==> src/design/read_engine_params.svh <==
// Read engine widths

`ifndef READ_ENGINE_PARAMS_SVH
`define READ_ENGINE_PARAMS_SVH

// Byte address width of the host memory port
`define READ_ENGINE_ADDR_BITS 32

// One memory line is a single 64-bit word
`define READ_ENGINE_DATA_BITS 64

// Width of the programmed line count
`define READ_ENGINE_LEN_BITS 16

// Register index and register data widths on the software side
`define READ_ENGINE_CSR_ADDR_BITS 3
`define READ_ENGINE_CSR_DATA_BITS 32

`endif

==> src/design/read_engine_pkg.sv <==
// Read engine types

`default_nettype none

`include "read_engine_params.svh"

package read_engine_pkg;

    // A read request carries only the byte address of one line
    typedef struct packed {
        logic [`READ_ENGINE_ADDR_BITS-1:0] addr;
    } mem_req_t;

    // A read response returns one line and a poison flag
    // Poisoned data is bad and must be kept out of the sum
    typedef struct packed {
        logic [`READ_ENGINE_DATA_BITS-1:0] data;
        logic                              poison;
    } mem_rsp_t;

    // Register map seen by software
    typedef enum logic [`READ_ENGINE_CSR_ADDR_BITS-1:0] {
        REG_BASE   = 3'd0,
        REG_LEN    = 3'd1,
        REG_CTRL   = 3'd2,
        REG_STATUS = 3'd3,
        REG_SUM_LO = 3'd4,
        REG_SUM_HI = 3'd5,
        REG_POISON = 3'd6
    } csr_reg_e;

    // Run setup handed from the register block to the datapath
    typedef struct packed {
        logic [`READ_ENGINE_ADDR_BITS-1:0] base;
        logic [`READ_ENGINE_LEN_BITS-1:0]  len;
    } run_cfg_t;

    // Results handed back from the accumulator to the register block
    typedef struct packed {
        logic [`READ_ENGINE_DATA_BITS-1:0] sum;
        logic [`READ_ENGINE_LEN_BITS-1:0]  poison_cnt;
    } run_result_t;

endpackage

`default_nettype wire

==> src/design/fifo2.sv <==
// Two-slot pipelined FIFO

`timescale 1ns/1ns
`default_nettype none

module fifo2
#(
    parameter type T = logic
)
(
    input  logic clk,
    input  logic reset,

    input  T     enq_data,
    input  logic enq_en,
    output logic notFull,

    output T     first,
    input  logic deq_en,
    output logic notEmpty
);

    // Slot 0 is the holding slot, slot 1 drives the output
    logic [1:0] valid;
    T           slot_hold;
    T           slot_out;

    // Space is only reported while the holding slot is free
    assign notFull  = ~valid[0];
    assign notEmpty = valid[1];
    assign first    = slot_out;

    // Occupancy of the two slots
    always_ff @(posedge clk)
    begin
        if (reset)
        begin
            valid <= 2'b00;
        end
        else if (!valid[1] || deq_en)
        begin
            // The output slot refills from the holding slot or from the input
            // Both cannot hold data at once, so the holding slot drains here
            valid[0] <= 1'b0;
            valid[1] <= valid[0] || enq_en;
        end
        else
        begin
            // Output slot is stalled, so a new entry lands in the holding slot
            valid[0] <= valid[0] || enq_en;
        end
    end

    // Payload movement
    always_ff @(posedge clk)
    begin
        // Load the output slot whenever it is empty or being dequeued
        if (!valid[1] || deq_en)
        begin
            slot_out <= valid[0] ? slot_hold : enq_data;
        end

        // The holding slot captures the input every cycle it is empty
        // An enqueue is never accepted while it is full, so nothing is lost
        if (!valid[0])
        begin
            slot_hold <= enq_data;
        end
    end

endmodule

`default_nettype wire

==> src/design/read_csr.sv <==
// Read engine register block

`timescale 1ns/1ns
`default_nettype none

`include "read_engine_params.svh"

module read_csr
    import read_engine_pkg::*;
(
    input  logic                                  clk,
    input  logic                                  reset,

    // Software register port
    input  logic                                  csr_wr_en,
    input  logic                                  csr_rd_en,
    input  logic [`READ_ENGINE_CSR_ADDR_BITS-1:0] csr_addr,
    input  logic [`READ_ENGINE_CSR_DATA_BITS-1:0] csr_wr_data,
    output logic [`READ_ENGINE_CSR_DATA_BITS-1:0] csr_rd_data,
    output logic                                  csr_rd_valid,

    // Run control towards the datapath
    output run_cfg_t                              run_cfg,
    output logic                                  run_start,
    input  logic                                  run_done,
    input  run_result_t                           run_result
);

    localparam int CSR_W = `READ_ENGINE_CSR_DATA_BITS;
    localparam int LEN_W = `READ_ENGINE_LEN_BITS;

    run_cfg_t         cfg_q;
    logic             busy;
    logic             done;
    logic             start_wr;
    logic             start_ok;
    logic [CSR_W-1:0] rd_mux;

    assign run_cfg = cfg_q;

    // A control write with bit 0 set asks for a new run
    assign start_wr = csr_wr_en && (csr_addr == REG_CTRL) && csr_wr_data[0];
    // The request only counts while no run is in flight
    assign start_ok = start_wr && !busy;

    // Base and length registers
    always_ff @(posedge clk)
    begin
        if (reset)
        begin
            cfg_q <= '0;
        end
        else if (csr_wr_en)
        begin
            if (csr_addr == REG_BASE)
            begin
                cfg_q.base <= csr_wr_data;
            end
            if (csr_addr == REG_LEN)
            begin
                cfg_q.len <= csr_wr_data[LEN_W-1:0];
            end
        end
    end

    // Start pulse and the busy and done status bits
    always_ff @(posedge clk)
    begin
        if (reset)
        begin
            run_start <= 1'b0;
            busy      <= 1'b0;
            done      <= 1'b0;
        end
        else
        begin
            run_start <= start_ok;
            if (start_ok)
            begin
                busy <= 1'b1;
                done <= 1'b0;
            end
            else if (run_done)
            begin
                // The accumulator only signals completion of an active run
                busy <= 1'b0;
                done <= 1'b1;
            end
        end
    end

    // Readback decode where control and unmapped indices return zero
    always_comb
    begin
        rd_mux = '0;
        case (csr_reg_e'(csr_addr))
            REG_BASE:   rd_mux = cfg_q.base;
            REG_LEN:    rd_mux = CSR_W'(cfg_q.len);
            REG_STATUS: rd_mux = CSR_W'({done, busy});
            REG_SUM_LO: rd_mux = run_result.sum[CSR_W-1:0];
            REG_SUM_HI: rd_mux = run_result.sum[2*CSR_W-1:CSR_W];
            REG_POISON: rd_mux = CSR_W'(run_result.poison_cnt);
            default:    rd_mux = '0;
        endcase
    end

    // Read data follows the read strobe by exactly one cycle
    always_ff @(posedge clk)
    begin
        if (reset)
        begin
            csr_rd_valid <= 1'b0;
        end
        else
        begin
            csr_rd_valid <= csr_rd_en;
        end
    end

    always_ff @(posedge clk)
    begin
        csr_rd_data <= rd_mux;
    end

endmodule

`default_nettype wire

==> src/design/read_req_gen.sv <==
// Read request generator

`timescale 1ns/1ns
`default_nettype none

`include "read_engine_params.svh"

module read_req_gen
    import read_engine_pkg::*;
(
    input  logic     clk,
    input  logic     reset,

    // Run setup from the register block
    input  run_cfg_t run_cfg,
    input  logic     run_start,

    // Enqueue side of the request FIFO
    output mem_req_t req,
    output logic     req_en,
    input  logic     req_notFull
);

    // Address step between consecutive lines
    localparam int LINE_BYTES = `READ_ENGINE_DATA_BITS / 8;

    logic [`READ_ENGINE_ADDR_BITS-1:0] addr_q;
    logic [`READ_ENGINE_LEN_BITS-1:0]  remain_q;

    // Issue while lines remain and the FIFO has room
    assign req_en   = (remain_q != '0) && req_notFull;
    assign req.addr = addr_q;

    // Remaining line count
    always_ff @(posedge clk)
    begin
        if (reset)
        begin
            remain_q <= '0;
        end
        else if (run_start)
        begin
            // A zero length leaves the generator idle for the whole run
            remain_q <= run_cfg.len;
        end
        else if (req_en)
        begin
            remain_q <= remain_q - 1'b1;
        end
    end

    // Current line address
    always_ff @(posedge clk)
    begin
        if (run_start)
        begin
            addr_q <= run_cfg.base;
        end
        else if (req_en)
        begin
            // Wraps at the top of the address space
            addr_q <= addr_q + LINE_BYTES;
        end
    end

endmodule

`default_nettype wire

==> src/design/read_rsp_sum.sv <==
// Read response accumulator

`timescale 1ns/1ns
`default_nettype none

`include "read_engine_params.svh"

module read_rsp_sum
    import read_engine_pkg::*;
(
    input  logic        clk,
    input  logic        reset,

    // Run setup from the register block
    input  run_cfg_t    run_cfg,
    input  logic        run_start,

    // Dequeue side of the response FIFO
    input  mem_rsp_t    rsp,
    input  logic        rsp_notEmpty,
    output logic        rsp_deq,

    // Completion and results back to the register block
    output logic        run_done,
    output run_result_t run_result
);

    logic                             active;
    logic [`READ_ENGINE_LEN_BITS-1:0] len_q;
    logic [`READ_ENGINE_LEN_BITS-1:0] rcv_cnt;
    logic [`READ_ENGINE_LEN_BITS-1:0] rcv_next;
    run_result_t                      result_q;

    // Take every response that is present while a run is open
    assign rsp_deq    = rsp_notEmpty && active;
    assign rcv_next   = rcv_cnt + 1'b1;
    assign run_result = result_q;

    always_ff @(posedge clk)
    begin
        if (reset)
        begin
            active   <= 1'b0;
            run_done <= 1'b0;
            len_q    <= '0;
            rcv_cnt  <= '0;
            result_q <= '0;
        end
        else
        begin
            run_done <= 1'b0;
            if (run_start)
            begin
                // Results restart from zero at every run
                len_q    <= run_cfg.len;
                rcv_cnt  <= '0;
                result_q <= '0;
                // With no lines to fetch the run completes straight away
                active   <= (run_cfg.len != '0);
                run_done <= (run_cfg.len == '0);
            end
            else if (rsp_deq)
            begin
                rcv_cnt <= rcv_next;
                if (rsp.poison)
                begin
                    result_q.poison_cnt <= result_q.poison_cnt + 1'b1;
                end
                else
                begin
                    // Plain modular sum over the good lines
                    result_q.sum <= result_q.sum + rsp.data;
                end
                // Last line of the run closes it
                if (rcv_next == len_q)
                begin
                    active   <= 1'b0;
                    run_done <= 1'b1;
                end
            end
        end
    end

endmodule

`default_nettype wire

==> src/design/read_engine_top.sv <==
// Streaming read engine top

`timescale 1ns/1ns
`default_nettype none

`include "read_engine_params.svh"

module read_engine_top
    import read_engine_pkg::*;
(
    input  logic                                  clk,
    input  logic                                  reset,

    // Software register port
    input  logic                                  csr_wr_en,
    input  logic                                  csr_rd_en,
    input  logic [`READ_ENGINE_CSR_ADDR_BITS-1:0] csr_addr,
    input  logic [`READ_ENGINE_CSR_DATA_BITS-1:0] csr_wr_data,
    output logic [`READ_ENGINE_CSR_DATA_BITS-1:0] csr_rd_data,
    output logic                                  csr_rd_valid,

    // The memory pulls its requests from the request FIFO
    output mem_req_t                              mem_req,
    output logic                                  mem_req_valid,
    input  logic                                  mem_req_deq,

    // The memory pushes its responses into the response FIFO
    input  mem_rsp_t                              mem_rsp,
    input  logic                                  mem_rsp_en,
    output logic                                  mem_rsp_ready
);

    // Run control between the register block and the datapath
    run_cfg_t    run_cfg;
    logic        run_start;
    logic        run_done;
    run_result_t run_result;

    // Generator to request FIFO
    mem_req_t    gen_req;
    logic        gen_req_en;
    logic        req_notFull;

    // Response FIFO to accumulator
    mem_rsp_t    rsp_first;
    logic        rsp_notEmpty;
    logic        rsp_deq;

    read_csr i_read_csr (
        .clk          (clk),
        .reset        (reset),
        .csr_wr_en    (csr_wr_en),
        .csr_rd_en    (csr_rd_en),
        .csr_addr     (csr_addr),
        .csr_wr_data  (csr_wr_data),
        .csr_rd_data  (csr_rd_data),
        .csr_rd_valid (csr_rd_valid),
        .run_cfg      (run_cfg),
        .run_start    (run_start),
        .run_done     (run_done),
        .run_result   (run_result)
    );

    read_req_gen i_read_req_gen (
        .clk         (clk),
        .reset       (reset),
        .run_cfg     (run_cfg),
        .run_start   (run_start),
        .req         (gen_req),
        .req_en      (gen_req_en),
        .req_notFull (req_notFull)
    );

    // The notEmpty level of the outgoing requests doubles as the request valid
    fifo2 #(.T(mem_req_t)) req_fifo (
        .clk      (clk),
        .reset    (reset),
        .enq_data (gen_req),
        .enq_en   (gen_req_en),
        .notFull  (req_notFull),
        .first    (mem_req),
        .deq_en   (mem_req_deq),
        .notEmpty (mem_req_valid)
    );

    // For incoming responses notFull is the ready level seen by the memory
    fifo2 #(.T(mem_rsp_t)) rsp_fifo (
        .clk      (clk),
        .reset    (reset),
        .enq_data (mem_rsp),
        .enq_en   (mem_rsp_en),
        .notFull  (mem_rsp_ready),
        .first    (rsp_first),
        .deq_en   (rsp_deq),
        .notEmpty (rsp_notEmpty)
    );

    read_rsp_sum i_read_rsp_sum (
        .clk          (clk),
        .reset        (reset),
        .run_cfg      (run_cfg),
        .run_start    (run_start),
        .rsp          (rsp_first),
        .rsp_notEmpty (rsp_notEmpty),
        .rsp_deq      (rsp_deq),
        .run_done     (run_done),
        .run_result   (run_result)
    );

endmodule

`default_nettype wire

==> config.mk <==
export PLATFORM = sky130hd
export DESIGN_NAME = read_engine_top
export DESIGN_NICKNAME = d
export VERILOG_FILES = /design/src/design/read_engine_pkg.sv /design/src/design/fifo2.sv /design/src/design/read_csr.sv /design/src/design/read_req_gen.sv /design/src/design/read_rsp_sum.sv /design/src/design/read_engine_top.sv
export VERILOG_INCLUDE_DIRS = /design/src /design/src/design
export SDC_FILE = /design/constraint.sdc
export NUM_CORES = 1
export LEC_CHECK = 0
export BUFFER_PORTS_ARGS = -buffer_cell sky130_fd_sc_hd__buf_4
export CAP_MARGIN = 25
export CORE_AREA = 2 2 246 200
export DETAILED_ROUTE_END_ITERATION = 6
export DIE_AREA = 0 0 248 202
export GPL_TIMING_DRIVEN = 0
export PLACE_DENSITY = 0.7
export SETUP_SLACK_MARGIN = 0.05
export SYNTH_ARGS = -nofsm -noshare
export SYNTH_HDL_FRONTEND = slang
export SYNTH_SLANG_ARGS = --single-unit
==> constraint.sdc <==
create_clock -name clk -period 3.1 [get_ports clk]
set_input_delay 0.62 -clock clk [delete_from_list [all_inputs] [get_ports clk]]
set_output_delay 0.62 -clock clk [all_outputs]
set_load 0.005 [all_outputs]
==> flow_summary.toml, run 1 <==
[synthesis]
ys_seq_area_share_pct = 49.1
yosys_warnings = 0
synth_edf_count = 129
netlist_area_um2 = 20700
synth_area_per_cell_um2 = 9.68
async_reset_ff_share_pct = 0
synthTopCellsByArea = "dfxtp_1 (30%), edfxtp_1 (19%), mux2_2 (6.1%)"
ys_ff_latch = 444
synth_top_area_cell = "dfxtp_1"
netlist.area_leader.share_pct = 30.4
synth_nets = 2316
synthCells = 2142
yosysUniqueCellTypes = 83
synth_ff_type = "dfxtp_1"

[critical_path]
setup.worst_path.end_class = "flip-flop"
crit_arrival_ps = 3510
start_kind = "flip-flop"
r2r_cells = 11
required_ps = 3590
cp_slowest_cell = "dfxtp_1"
crit_path_max_incr_delay_ps = 440
cp_max_fo = 7
cp.depth = 11
cp_top_family = "compound AO/OA/AOI/OAI gates"
path_buf_inv = 1
critical_path_class = "flip-flop to flip-flop"
path_cells = "ha_2 -> a21oi_2 -> o221ai_2 -> a221oi_2 -> nand3_2 -> a311oi_4 -> buf_6 -> o21a_4 -> nor3_2 -> mux2i_1 -> a311o_1"

[route]
drtIter0Drc = 1669
finalWirelength_um = 61200
num_vias = 16900
avgViaCountPerCell = 5.54
drtAntennaViolNets = 0
first_pass_iters = 6
drc_errors = 0
wl_per_cell_um = 20.0

[cells_and_area]
final-seq-area_um2 = 10200
n_fill_cell = 4187
nets = 2562
fin_util_pct = 52.5
final_common_cell = "nand2_1"
drive_gt1_share_pct = 20.3
synthToLayoutAreaGrowth_pct = 20.6
final_cell_mix = "nand2_1 (322), dfxtp_1 (311), buf_4 (194)"
diodes = 0
multi_input_area_um2 = 10400

[pwr]
leakagePower_nw = 9.56
ir_drop_mv = 0.493
power_density_nw_per_um2 = 620

[placed_design]
post-place-ws_ps = -493
port-buffer-count = 171
gp_congestion = 0.938
post-dp-hpwl_um = 46000

[floorplanning]
dieWidth_um = 248
dieArea_um2 = 50100
start_util_pct = 43.5
die-height_um = 202
num_io_pins = 173
core_area_um2 = 47700
rows = 72

[clock_tree]
cts_tree = "yes"
clkSinkCount = 444
worstSkewPairLatency_ps = 620
cts-buffers-inserted = 45
clkSlewWorstSetupHoldPaths_ps = 60
clock_path_buffers = 3
htreeDepth = 2
postCtsHoldBufs = 0
root_buffer = "clkbuf_16"

[timing]
fmax_mhz = 331
skew_ps = 23.1
min_period_over_period_pct = 97.5
worst_pin_slew_ps = 950
hold_violations = 0
min_period_ps = 3020
rsz0062_at_grt = "yes"
maxSlewHeadroom_pct = 35.9
slew_viol_final = 0
setup_ws_ps = 77.9
setup_violations = 0

[global_routing]
grt_pass1_vias = 16200
grt_pass1_wl_um = 92600
gr-total-overflow = 0
grt_max_degree = 46
antenna_found_initial = 0
globalRouteTotalUtil_pct = 23.9

[job]
cap_violations = 0

[outcome]
outcome = "completed"

[hold_path]
holdCritPathClass = "input pin to flip-flop"
hold_depth = 2
## final cells by class
class	instances	area share [%]
buffer	117	1.88
clock buffer	61	4.90
clock inverter	23	1.05
inverter	33	0.495
multi-input combinational	1546	41.6
sequential	444	40.7
tap	629	3.14
timing repair buffer	201	6.23
## cells by family after synthesis
family / synth area share (%)
flip-flops: 49.1
adder cells (fa/ha/maj): 4.14
buffers and inverters: 2.85
AO/OA/AOI/OAI: 14.8
multiplexers: 8.17
AND/OR/NAND/NOR: 15.8
XOR/XNOR: 5.15
## stage by stage
step	total power, mW	hold slack, ps	std cells	TNS [ps]	area, um^2
after floorplan	9.08	427	2142	0	20700
after global placement	9.97	452	2942	-21920	22800
after detailed placement	10.1	460	2945	-4040	22900
after CTS	15.6	233	3039	-18.4	24600
after global routing	16.2	234	3054	0	25000
final	15.5	253	3054	0	25000
## timing repair
item | in CTS | in global routing
buffers inserted | 11 | 16
gates resized for setup | 40 | 62
pin swaps | 20 | 46
setup endpoints to repair | 23 | 24
## registers in the layout, indices dropped and copies added (netlist names), 32 cells and up
signal	cells
req_fifo.slot_hold	32
i_read_csr.csr_rd_data	32
rsp_fifo.first	65
i_read_csr.run_cfg	48
i_read_rsp_sum.run_result	80
req_fifo.first	32
rsp_fifo.slot_hold	65
i_read_req_gen.req	32
## per-layer routing
metal	track usage, %	wire, um
met5	0	0
met4	7.23	1890
met3	3.68	4460
met2	36.7	26800
met1	34.5	28000
## where the power goes
group          total [mW]  switching [mW]  internal [mW]
Sequential           7.53           0.483           7.05
Combinational        2.50            1.30           1.21
Clock                5.49            2.42           3.07
## cell usage after synthesis (4+ instances only)
library cell and number:
nor3b_1 6, a22o_1 9, or2_2 6, dfxtp_1 315, a22oi_1 18, nand2b_1 9, a211oi_1 12, nor3_1 29
ha_1 67, o21ai_0 119, o21bai_1 13, o21a_1 14, a31oi_1 11, buf_1 17, nand4_1 37, a21oi_1 193
xor2_1 58, a32o_1 6, nand3b_1 9, a21o_1 32, nor4_1 13, edfxtp_1 129, and2_1 7, a21boi_0 5
xnor2_1 64, nor2_1 139, mux2i_1 31, and4_1 7, a211o_1 4, o211ai_1 7, o31ai_1 7, or3_1 26
clkbuf_1 90, nor2b_1 18, mux2_2 113, buf_2 11, and3_1 23, inv_1 33, nand3_1 46, mux4_2 5
nand2_1 323
## path summary, 6_finish.rpt
kind	start	end	slack [ps]
worst min-delay path	csr_rd_en	i_read_csr.csr_rd_valid	250
worst max-delay path	i_read_rsp_sum.run_result[29]	i_read_rsp_sum.run_result[70]	80
worst min register to register	rsp_fifo.slot_hold[7]	rsp_fifo.slot_hold[7]	470
worst max register to register	i_read_rsp_sum.run_result[29]	i_read_rsp_sum.run_result[70]	80
## worst register-to-register path, cell delays in order (launching register included)
cell and delay (ps):
dfxtp_1 440, ha_2 370, a21oi_2 230, o221ai_2 140
a221oi_2 400, nand3_2 220, a311oi_4 270, buf_6 160
o21a_4 220, nor3_2 70, mux2i_1 130, a311o_1 260
No activity file was read; power rests on OpenSTA's default activity.
==> run 2: changes to the inputs <==
--- a/config.mk
+++ b/config.mk
@@ -8,11 +8,11 @@
 export LEC_CHECK = 0
 export BUFFER_PORTS_ARGS = -buffer_cell sky130_fd_sc_hd__buf_4
 export CAP_MARGIN = 25
-export CORE_AREA = 2 2 246 200
+export CORE_AREA = 2 2 155 233
 export DETAILED_ROUTE_END_ITERATION = 6
-export DIE_AREA = 0 0 248 202
+export DIE_AREA = 0 0 157 235
 export GPL_TIMING_DRIVEN = 0
-export PLACE_DENSITY = 0.7
+export PLACE_DENSITY = 0.88
 export SETUP_SLACK_MARGIN = 0.05
 export SYNTH_ARGS = -nofsm -noshare
 export SYNTH_HDL_FRONTEND = slang
==> run 2 against run 1 <==
The flow now finishes with violations (setup timing). Register-to-register slack got worse by 140 ps. Combinational power barely moved. Core utilization rose by 18 points. First-iteration DRC count fell by 21%. Worst setup slack got worse by 140 ps. Clock power fell by 3%. Via count rose by 2.5%. Wire length fell by 1.6%. Power fell by 0.71%. Final cell count fell by 5.7%. Final area fell by 1.6%.
==> flow_summary.toml, run 2 (same netlist as run 1, synthesis figures left out) <==
[pwr]
ir_drop_mv = 0.457
pwr-share-clk_pct = 34.6
power.internal_mw = 11.3
p_total_mw = 15.4
seqPwrFrac_pct = 49.1
p_switching_mw = 4.11
leakagePower_nw = 9.47
power_density_nw_per_um2 = 626
swShare_pct = 26.7
combPwrFrac_pct = 16.3

[critical_path]
path_cells = "ha_4 -> a211oi_4 -> o211ai_1 -> nand2_1 -> or4b_4 -> a21oi_4 -> o21ai_4 -> a21oi_2 -> o21ai_1 -> a32o_1"
crit_path_max_incr_delay_ps = 600
required_ps = 3540
cp_slowest_cell = "or4b_4"
start_kind = "flip-flop"
critical_path_class = "flip-flop to flip-flop"
setup.worst_path.end_class = "flip-flop"
cp_max_fo = 6
crit_arrival_ps = 3600

[timing]
fmax_mhz = 316
skew_ps = 17.7
slew_viol_final = 0
setup_violations = 4
min_period_ps = 3170
setup_ws_ps = -65.6
worst_pin_slew_ps = 1060
hold_violations = 0
maxSlewHeadroom_pct = 29.3
min_period_over_period_pct = 102
rsz0062_at_grt = "yes"

[cells_and_area]
drive_gt1_share_pct = 20.0
final_common_cell = "nand2_1"
final_area_um2 = 24600
final_cell_mix = "nand2_1 (322), dfxtp_1 (314), buf_4 (187)"
nets = 2548
final-seq-area_um2 = 10200
multi_input_area_um2 = 10400
synthToLayoutAreaGrowth_pct = 18.6
final_cells = 2879
n_fill_cell = 2466
largest_reg_flops = 80

[global_routing]
grt_pass1_wl_um = 92400
antenna_found_initial = 1
gr-total-overflow = 0
grt_max_degree = 68
grt_pass1_vias = 17100
globalRouteTotalUtil_pct = 32.0

[outcome]
outcome = "finished with violations"
violations = "setup timing"

[clock_tree]
cts-buffers-inserted = 41
clock_path_buffers = 3
clkSlewWorstSetupHoldPaths_ps = 70
htreeDepth = 2
root_buffer = "clkbuf_16"
clkSinkCount = 444
cts_tree = "yes"
worstSkewPairLatency_ps = 560

[route]
finalWirelength_um = 60200
drc_errors = 0
drtAntennaViolNets = 0
avgViaCountPerCell = 6.03
num_vias = 17400
wl_per_cell_um = 20.9
first_pass_iters = 5
drtIter0Drc = 1313

[placed_design]
placed_cell_area_um2 = 22600
gp_congestion = 1.00
dp.cells = 2786
port-buffer-count = 171
post-dp-hpwl_um = 44800

[floorplanning]
num_io_pins = 173
start_util_pct = 59.6
rows = 84
dieArea_um2 = 36900
core_area_um2 = 34800
dieWidth_um = 157
die-height_um = 235

[job]
cap_violations = 0

[hold_path]
holdCritPathClass = "input pin to flip-flop"
[run 2: path summary, 6_finish.rpt]
kind / to / slack, ps / cells past startpoint / start
worst max-delay path: i_read_rsp_sum.run_result[75] / -70 / 10 / rsp_fifo.first[2]
worst min-delay path: i_read_csr.csr_rd_valid / 290 / 2 / csr_rd_en
worst max register to register: i_read_rsp_sum.run_result[75] / -70 / 10 / rsp_fifo.first[2]
worst min register to register: rsp_fifo.slot_hold[24] / 470 / 1 / rsp_fifo.slot_hold[24]
[run 2: critical path: cells and delay by family, from the launching register on]
| kind | cells | cell delay, ps |
|---|---|---|
| AOI/OAI and AO/OA | 7 | 1390 |
| adders and majority gates | 1 | 350 |
| DFF | 1 | 530 |
| and+or+nand+nor | 2 | 780 |
[run 2: metal layers]
| layer | global-route usage [%] | wire length (um) | vias up |
|---|---|---|---|
| li1 | - | - | 8134 |
| met2 | 56.0 | 30100 | 826 |
| met1 | 35.7 | 21400 | 8159 |
| met5 | 0 | 0 | - |
| met4 | 21.3 | 4580 | 0 |
| met3 | 4.63 | 4120 | 240 |
[run 2: through the flow]
stage	hold WS [ps]	utilization, %	setup TNS (ps)	setup WS, ps
6_report	286	70.7	-95.5	-65.6
3_3_place_gp	447	65.0	-2750	-274
5_1_grt	287	70.7	-854	-94.2
3_5_place_dp	456	65.1	-2300	-336
4_1_cts	275	69.7	0	29.2
2_1_floorplan	427	-	0	376
[run 2: layout make-up]
class                      count  area share [%]
antenna                        1          0.0102
clock inverter                26            1.30
sequential                   444            41.4
timing repair buffer         190            5.87
inverter                      33           0.503
tap                          473            2.40
clock buffer                  48            4.44
multi-input combinational   1546            42.2
buffer                       118            1.91
[run 2: power by group through the flow]
stage / Combinational [mW] / Sequential [mW] / Clock (mW)
after floorplan: 1.56 / 7.52 / 0
after global placement: 2.32 / 7.60 / 0
after detailed placement: 2.42 / 7.65 / 0
after CTS: 2.48 / 7.55 / 5.36
after global routing: 2.77 / 7.65 / 5.58
final: 2.50 / 7.57 / 5.34
[run 2: what timing repair did]
item,CTS,global route
pin swaps,15,41
setup buffers,7,12
hold buffers,0,0
resized for setup,34,63
setup endpoints to repair,19,31
